**src/pkt_chk_settings.svh**
```systemverilog
// ~~~~~~~~~~~~~~~~~~~~~~~~~~~~~~~~~~~~~~~~~~~~~~~~~~~~~~~~~
// build defaults for the packet checker array
// ~~~~~~~~~~~~~~~~~~~~~~~~~~~~~~~~~~~~~~~~~~~~~~~~~~~~~~~~~

`ifndef PKT_CHK_SETTINGS_SVH
`define PKT_CHK_SETTINGS_SVH

// checker ports behind the router
`define PKT_CHK_NUM_PORTS 4

// stream bytes per beat
`define PKT_CHK_DATA_BYTES 4

// longest legal packet, in bytes
`define PKT_CHK_MTU_BYTES 64

// good/bad counter width, counters saturate
`define PKT_CHK_CNT_WIDTH 16

`endif

```
**src/axis_pkg.sv**
```systemverilog
// ~~~~~~~~~~~~~~~~~~~~~~~~~~~~~~~~~~~~~~~~~~~~~~~~~~~~~~~~~
// stream-side types: data beat, keep mask, port number
// ~~~~~~~~~~~~~~~~~~~~~~~~~~~~~~~~~~~~~~~~~~~~~~~~~~~~~~~~~

`include "pkt_chk_settings.svh"

package axis_pkg;

    // one beat of payload, byte 0 in the low lane
    typedef logic [`PKT_CHK_DATA_BYTES*8-1:0] axis_data_t;

    // one enable bit per byte lane
    typedef logic [`PKT_CHK_DATA_BYTES-1:0] axis_keep_t;

    // tdest width
    // kept at one bit for a single-port build
    typedef logic [(`PKT_CHK_NUM_PORTS > 1 ? $clog2(`PKT_CHK_NUM_PORTS) : 1)-1:0] port_idx_t;

endpackage

```
**src/pkt_chk_pkg.sv**
```systemverilog
// ~~~~~~~~~~~~~~~~~~~~~~~~~~~~~~~~~~~~~~~~~~~~~~~~~~~~~~~~~
// checker and register types, verdict codes, register map
// ~~~~~~~~~~~~~~~~~~~~~~~~~~~~~~~~~~~~~~~~~~~~~~~~~~~~~~~~~

`include "pkt_chk_settings.svh"

package pkt_chk_pkg;

    // saturating packet counter
    typedef logic [`PKT_CHK_CNT_WIDTH-1:0] pkt_cnt_t;

    // byte length, one bit above the MTU range
    // so an overlength packet still reads back as such
    typedef logic [$clog2(`PKT_CHK_MTU_BYTES):0] pkt_len_t;

    // packet verdict
    typedef enum logic [1:0] {
        VERDICT_GOOD     = 2'd0,
        VERDICT_BAD_DATA = 2'd1,
        VERDICT_BAD_LEN  = 2'd2,
        VERDICT_BAD_KEEP = 2'd3
    } verdict_e;

    // apb bus
    typedef logic [7:0]  apb_addr_t;
    typedef logic [31:0] apb_data_t;

    // register map
    localparam apb_addr_t REG_CTRL        = 8'h00;
    localparam apb_addr_t REG_PORT_BASE   = 8'h10;
    localparam apb_addr_t REG_PORT_STRIDE = 8'h10;
    // offsets inside one port's window
    localparam apb_addr_t REG_GOOD        = 8'h00;
    localparam apb_addr_t REG_BAD         = 8'h04;
    localparam apb_addr_t REG_LEN         = 8'h08;

    // ctrl fields
    localparam int CTRL_ENABLE_BIT = 0;
    localparam int CTRL_CLEAR_BIT  = 1;

endpackage

```
**src/pkt_chk_csr.sv**
```systemverilog
// ~~~~~~~~~~~~~~~~~~~~~~~~~~~~~~~~~~~~~~~~~~~~~~~~~~~~~~~~~
// apb register block: ctrl, per-port good/bad counts, length
// ~~~~~~~~~~~~~~~~~~~~~~~~~~~~~~~~~~~~~~~~~~~~~~~~~~~~~~~~~

`include "pkt_chk_settings.svh"
`default_nettype none
`timescale 1ns/1ps

module pkt_chk_csr
    import axis_pkg::*;
    import pkt_chk_pkg::*;
#(
    parameter int NUM_PORTS = `PKT_CHK_NUM_PORTS
) (
    input  logic                 clk,
    input  logic                 arst_n,
    input  logic                 psel,
    input  logic                 penable,
    input  logic                 pwrite,
    input  apb_addr_t            paddr,
    input  apb_data_t            pwdata,
    output apb_data_t            prdata,
    output logic                 pready,
    output logic                 pslverr,
    input  logic [NUM_PORTS-1:0] verdict_valid,
    input  verdict_e             verdict [NUM_PORTS],
    input  pkt_len_t             length [NUM_PORTS],
    output logic                 enable,
    output logic                 clear
);

    logic                 access;
    apb_addr_t            rel_addr;
    apb_addr_t            port_num;
    apb_addr_t            reg_ofs;
    port_idx_t            port_sel;
    logic                 hit_ctrl;
    logic                 hit_port;
    logic                 hit_reg;

    // verdicts one cycle late
    logic [NUM_PORTS-1:0] vv_q;
    verdict_e             verdict_q [NUM_PORTS];
    pkt_len_t             length_q [NUM_PORTS];

    pkt_cnt_t             good_cnt [NUM_PORTS];
    pkt_cnt_t             bad_cnt [NUM_PORTS];
    pkt_len_t             last_len [NUM_PORTS];

    // zero wait states
    assign access = psel & penable;
    assign pready = access;

    // address decode
    assign rel_addr = paddr - REG_PORT_BASE;
    assign port_num = rel_addr / REG_PORT_STRIDE;
    assign reg_ofs  = rel_addr % REG_PORT_STRIDE;
    assign port_sel = port_idx_t'(port_num);
    assign hit_ctrl = (paddr == REG_CTRL);
    assign hit_port = (paddr >= REG_PORT_BASE) && (port_num < NUM_PORTS);
    assign hit_reg  = hit_port &&
                      (reg_ofs == REG_GOOD || reg_ofs == REG_BAD || reg_ofs == REG_LEN);

    // unmapped, or a write into a port window
    assign pslverr = access & (~(hit_ctrl | hit_reg) | (pwrite & hit_reg));

    // read mux
    always_comb begin
        prdata = '0;
        if (hit_ctrl) begin
            prdata[CTRL_ENABLE_BIT] = enable;
        end else if (hit_reg) begin
            case (reg_ofs)
                REG_GOOD: prdata = apb_data_t'(good_cnt[port_sel]);
                REG_BAD:  prdata = apb_data_t'(bad_cnt[port_sel]);
                REG_LEN:  prdata = apb_data_t'(last_len[port_sel]);
                default:  prdata = '0;
            endcase
        end
    end

    // ctrl write, clear self-clears next cycle
    always_ff @(posedge clk or negedge arst_n) begin
        if (!arst_n) begin
            enable <= 1'b0;
            clear  <= 1'b0;
        end else begin
            clear <= 1'b0;
            if (access && pwrite && hit_ctrl) begin
                enable <= pwdata[CTRL_ENABLE_BIT];
                clear  <= pwdata[CTRL_CLEAR_BIT];
            end
        end
    end

    // verdict capture stage
    // anything landing during clear is thrown away
    always_ff @(posedge clk or negedge arst_n) begin
        if (!arst_n) begin
            vv_q <= '0;
        end else begin
            vv_q <= clear ? '0 : verdict_valid;
        end
    end

    always_ff @(posedge clk) begin
        verdict_q <= verdict;
        length_q  <= length;
    end

    // counters
    always_ff @(posedge clk or negedge arst_n) begin
        if (!arst_n) begin
            for (int p = 0; p < NUM_PORTS; p++) begin
                good_cnt[p] <= '0;
                bad_cnt[p]  <= '0;
                last_len[p] <= '0;
            end
        end else begin
            for (int p = 0; p < NUM_PORTS; p++) begin
                if (clear) begin
                    good_cnt[p] <= '0;
                    bad_cnt[p]  <= '0;
                    last_len[p] <= '0;
                end else if (vv_q[p]) begin
                    last_len[p] <= length_q[p];
                    // hold at all ones
                    if (verdict_q[p] == VERDICT_GOOD) begin
                        if (good_cnt[p] != '1) begin
                            good_cnt[p] <= good_cnt[p] + 1'b1;
                        end
                    end else if (bad_cnt[p] != '1) begin
                        bad_cnt[p] <= bad_cnt[p] + 1'b1;
                    end
                end
            end
        end
    end

endmodule

`default_nettype wire

```
**config.mk**
```make
export PLATFORM = sky130hd
export DESIGN_NAME = pkt_chk_csr
export DESIGN_NICKNAME = d
export VERILOG_FILES = /design/src/axis_pkg.sv /design/src/pkt_chk_pkg.sv /design/src/pkt_chk_csr.sv
export VERILOG_INCLUDE_DIRS = /design/src
export SDC_FILE = /design/constraint.sdc
export NUM_CORES = 1
export LEC_CHECK = 0
export BUFFER_PORTS_ARGS = -buffer_cell sky130_fd_sc_hd__clkbuf_2
export CAP_MARGIN = 5
export CORE_MARGIN = 5
export CORE_UTILIZATION = 25
export DETAILED_ROUTE_END_ITERATION = 7
export GPL_ROUTABILITY_DRIVEN = 0
export SLEW_MARGIN = 15
export SYNTH_ARGS = -nofsm -noshare
export SYNTH_HDL_FRONTEND = slang
export SYNTH_SLANG_ARGS = --single-unit
export TNS_END_PERCENT = 1
```
**constraint.sdc**
```tcl
create_clock -name clk -period 6.5 [get_ports clk]
set_input_delay 0.325 -clock clk [delete_from_list [all_inputs] [get_ports clk]]
set_output_delay 0.325 -clock clk [all_outputs]
set_load 0.005 [all_outputs]
```
# Word-level counts from Yosys, hierarchy flattened
# Cells that the tools add are included.
[totals]
reg_bits = 198
output_inout_bits = 36
word_cells = 147
inputBits = 85
[classes]
bitwise_logic = 7
mux = 55
eq_ne = 14
n_reduce_logical = 36
add_sub_neg = 9
magnitude_cmp = 3
[op_table]
columns = ["operator", "count"]
rows = [
  ["two-way mux 16 bit", 36],
  ["adder 16 x 1 -> 16 bit, second input constant", 8],
  ["inequality test 16 bit, second input constant", 8],
  ["two-way mux 7 bit", 10],
  ["binary-select mux 16 bit (select 2 bit)", 2],
  ["one-hot mux 16 bit (3 select lines)", 1],
  ["two-way mux 32 bit", 1],
  ["nonzero test 2 bit", 16],
  ["two-way mux 31 bit", 1],
  ["AND reduction 3 bit", 8],
  ["logical NOT 8 bit", 2],
  ["binary-select mux 7 bit (select 2 bit)", 1],
  [">= comparator 8 x 5 -> 1 bit, second input constant", 1],
  ["logical NOT 2 bit", 4],
  ["inequality test 2 bit, second input constant", 4],
  ["subtractor 8 x 5 -> 8 bit, second input constant", 1],
  ["equality test 4 x 3 -> 1 bit, second input constant", 1],
  ["equality test 4 bit, second input constant", 1],
  ["logical AND 1 bit", 4],
  ["< comparator 4 x 3 -> 1 bit, second input constant", 1],
  ["two-way mux 4 bit", 1],
  ["bitwise AND 1 bit", 3],
  [">= comparator 3 bit, second input constant", 1],
  ["inverter 2 -> 3 bit", 1],
  ["4 further kinds", 7],
]

# Logic depth before layout (Yosys ltp)
[logic_depth]
word_depth = 9
depth_mapped = 10
mapped_depth_nobuf = 6

# Least setup slack after synthesis
# OpenSTA, ideal clock, no wires.
[synth_path]
kind = "input-to-output"
startpoint = "input port paddr[4]"
endpoint = "output port prdata[10]"
arrival_ps = 2863
n_path_buf = 5
stages = 10
t_required_ps = 6175
path_slack_ps = 3312
path_cell_list = "clkbuf_1 -> buf_2 -> buf_2 -> inv_1 -> ha_1 -> clkbuf_1 -> clkbuf_1 -> mux4_2 -> a22oi_1 -> nor3_1"
[synth_between]
elab_chain_len = 8
elab_cells_between_ends = 16
cone_classes = "add/sub: 1; order compare: 2; mux: 9; bitwise: 1; reduce/logical: 3"
[synth_lines]
columns = ["item", "line", "rtl"]
rows = [
  ["from (decl)", "pkt_chk_csr.sv:20", "input apb_addr_t paddr,"],
  ["subtractor 8 x 5 -> 8 bit", "pkt_chk_csr.sv:55", "assign rel_addr = paddr - REG_PORT_BASE;"],
  ["inverter 2 -> 3 bit (not written as such)", "pkt_chk_csr.sv:74, pkt_chk_csr.sv:75", ""],
  ["binary-select mux 16 bit (select 2 bit) (on tied branches)", "pkt_chk_csr.sv:75, pkt_chk_csr.sv:74", ""],
  ["two-way mux 16 bit (on tied branches) (2 in a row)", "pkt_chk_csr.sv:75, pkt_chk_csr.sv:74", ""],
  ["one-hot mux 16 bit (3 select lines)", "pkt_chk_csr.sv:73", "case (reg_ofs)"],
  ["two-way mux 32 bit", "pkt_chk_csr.sv:72", "end else if (hit_reg) begin"],
  ["two-way mux 31 bit (*)", "pkt_chk_csr.sv:70", "if (hit_ctrl) begin"],
  ["to (decl)", "pkt_chk_csr.sv:22", "output apb_data_t prdata,"],
]
# Mark *: on every way between the ends. The rest lies on a longest branch, timed or not. The select of a mux whose other input is x is not followed.

# Worst setup path in the final report
[layout_path]
startpoint = "input port paddr[4]"
endpoint = "output port prdata[7]"
# The elaborated chain is that of the path after synthesis.

==> flow_summary.ini <==
[run_status]
status = completed

[critical_path]
critPathKind = in -> out
ff2ff_path_depth = 3
reg2reg_to = good_cnt[47]$_DFFE_PN0P_
r2r-start = clear$_DFF_PN0_
cp-end-kind = output pin
start_kind = input pin
path_max_fanout = 42
worst-endpoint-arrival_ns = 2.99
slowest_stage = buf_4
crit_required_ns = 6.17
crit_chain = clkbuf_2, buf_4, inv_1, ha_1, o21bai_1, o21ai_0, a21oi_1, buf_4, nor3_1, clkbuf_2
regToRegSetupSlack_ns = 3.89
critPathMaxStageDelay_ns = 0.61

[synth]
synth_area_mm2 = 0.0109
synthFlopType = dfrtp_1
postSynthAreaPerCell_um2 = 10.1
seq_area_frac_synth_pct = 44.0
ys_warn_count = 0
synth_cell_types = 58
synth.area.top_cells = dfrtp_1, mux4_2, dfxtp_1, a21oi_1, mux2i_1
synthTopCellsByCount = dfrtp_1, a21oi_1, nor2_1, nand2_1
synth_top_area_share_pct = 37.3
ys_ff_latch = 198
yosysMostFrequentCell = dfrtp_1
syn_inst = 1079
async_flop_share_pct = 81.8
synth_edf_count = 0
synth_top_area_cell = dfrtp_1

[global_route]
grt_usage_pct = 12.4
grt_pass1_wl_um = 47700
antenna_found_initial = 0
grt_max_degree = 104
grt_remaining_overflow = 0
grt_pass1_vias = 8648

[floorplanning]
die_x_um = 218
die_area_mm2 = 0.0477
rows = 76
die_h_um = 218
design.core.area_mm2 = 0.0431
start_util_pct = 25.2
ioPinCount = 121

[sta]
relSlewSlack_pct = 30.9
timing.hold.ws_ns = 0.0106
fin_worst_skew_ns = 0.0133
worst_pin_slew_ns = 1.03
fin_setup_tns_ns = 0
hold_viol = 0
layout_setup_ws_ns = 3.18
post-route-period-util_pct = 51.0
drv_slew = 0
max_freq_mhz = 301
setup-violations-final = 0
min_period_ns = 3.32
grt_setup_unrepaired = false

[clock_tree]
cts.sinks = 198
clock_latency_ns = 0.44
clk_path_buf_depth = 2
ctsHoldBuffers = 34
post_cts_buffers = 0
cts_made_buffers = 17
cts_resized = 0
clk_pin_slew_worst_paths_ns = 0.08
cts_htree_levels = 4
cts_tree = yes
cts_root_buf = clkbuf_16

[pwr]
ir_drop_v = 0.000178
p_leak_uw = 0.00505
power_density_mw_per_mm2 = 259

[routing]
met1Wirelength_um = 13800
finalWirelength_um = 29500
drt-initial-drc-count = 630
wl_met2_um = 13700
wl_per_cell_um = 16.7
antenna_left = 0
vias = 9090
drc = 0
drt-vias-per-instance = 5.16
drt_pre_antenna_iters = 5
wl_met3_um = 1580
top_layer = met5

[finish]
register_area_mm2 = 0.00478
fin_nets = 1257
final_area_mm2 = 0.0128
instances_no_fill = 1760
drive_above_1_share_pct = 16.9
n_antenna_cell = 0
multiInputGateArea_mm2 = 0.00574
n_fill_cell = 4426
syn_to_final_growth_pct = 17.7

[flow_run]
drv_cap = 0

[worst_hold_path]
hold_class = in -> async

[place]
place_worst_setup_slack_ns = 3.10
dp_hpwl_um = 21200
numPortBuffers = 74
dp.cells = 1694
placed_area_mm2 = 0.0118
-- flip-flops by register name, indices dropped and copies added, names as in the netlist --
register / count
vv_q: 4
length_q: 28
last_len: 28
good_cnt: 64
verdict_q: 8
bad_cnt: 64
enable: 1
clear: 1
-- area by class of cell --
| class | instances | area share (%) |
|---|---|---|
| inverters | 17 | 0.499 |
| clock buffers | 18 | 3.43 |
| repair buffers | 123 | 6.49 |
| well taps | 585 | 5.72 |
| multi-input cells | 805 | 44.9 |
| clock inverters | 14 | 1.62 |
| flip-flops and latches | 198 | 37.4 |
-- logic make-up after synthesis --
family | Yosys count | share of synthesized area [%]
DFF | 198 | 44.0
AOI/OAI and AO/OA | 229 | 13.5
other | 1 | 0.0345
buffers and inverters | 91 | 3.88
adders and majority gates | 10 | 1.15
and+or+nand+nor | 438 | 22.2
muxes | 112 | 15.2
-- through the flow --
stage               power (uW)  util [%]
floorplan                 1970         -
global placement          2140      27.4
detailed placement        2170      27.4
CTS                       3340      29.7
global route              3490      29.7
finish                    3310      29.7
-- how the worst max path moves through the flow --
stage | to | from | slack [ns]
2_1_floorplan | prdata[10] | paddr[4] | 3.31
3_3_place_gp | prdata[7] | paddr[4] | 3.14
3_5_place_dp | prdata[7] | paddr[4] | 3.10
4_1_cts | prdata[7] | paddr[4] | 3.08
5_1_grt | prdata[7] | paddr[4] | 2.82
6_report | prdata[7] | paddr[4] | 3.18
-- power by group --
part           internal (uW)  switching, uW
Sequential              1380            218
Clock                    604            536
Combinational            304            267
-- cells in the final DEF (no fill, tap or decap), types with 5 or more instances in the layout --
cell type	instances
nor3_1	32
nand4_1	38
nor4_1	17
mux2i_1	36
mux4_2	39
nand3_1	41
ha_1	10
or3_1	24
a22o_1	7
clkbuf_2	73
dfrtp_1	161
a211oi_1	8
o41ai_1	13
or4_1	39
nor2_1	84
o311ai_0	7
conb_1	16
a21oi_1	95
nand2_1	64
clkinv_8	5
o21ai_0	23
dfxtp_1	36
inv_1	17
mux2_2	31
clkbuf_16	17
nor2b_1	43
o21a_1	5
dlygate4sd3_1	34
and4_1	11
and3_1	13
a22oi_1	9
buf_4	15
o31ai_1	39
mux2_1	6
-- worst max-delay path: cells and delay by family --
family,cells,cell delay [ns]
and+or+nand+nor,1,0.51
buffers and inverters,5,1.30
adders and majority gates,1,0.27
AOI/OAI and AO/OA,3,0.57
-- routing by layer --
metal / global-route usage [%] / vias to the layer above
li1: - / 4295
met1: 17.6 / 4528
met4: 2.51 / 2
met5: 1.04 / -
met2: 19.8 / 242
met3: 2.41 / 23
(Power assumes the default switching activity.)
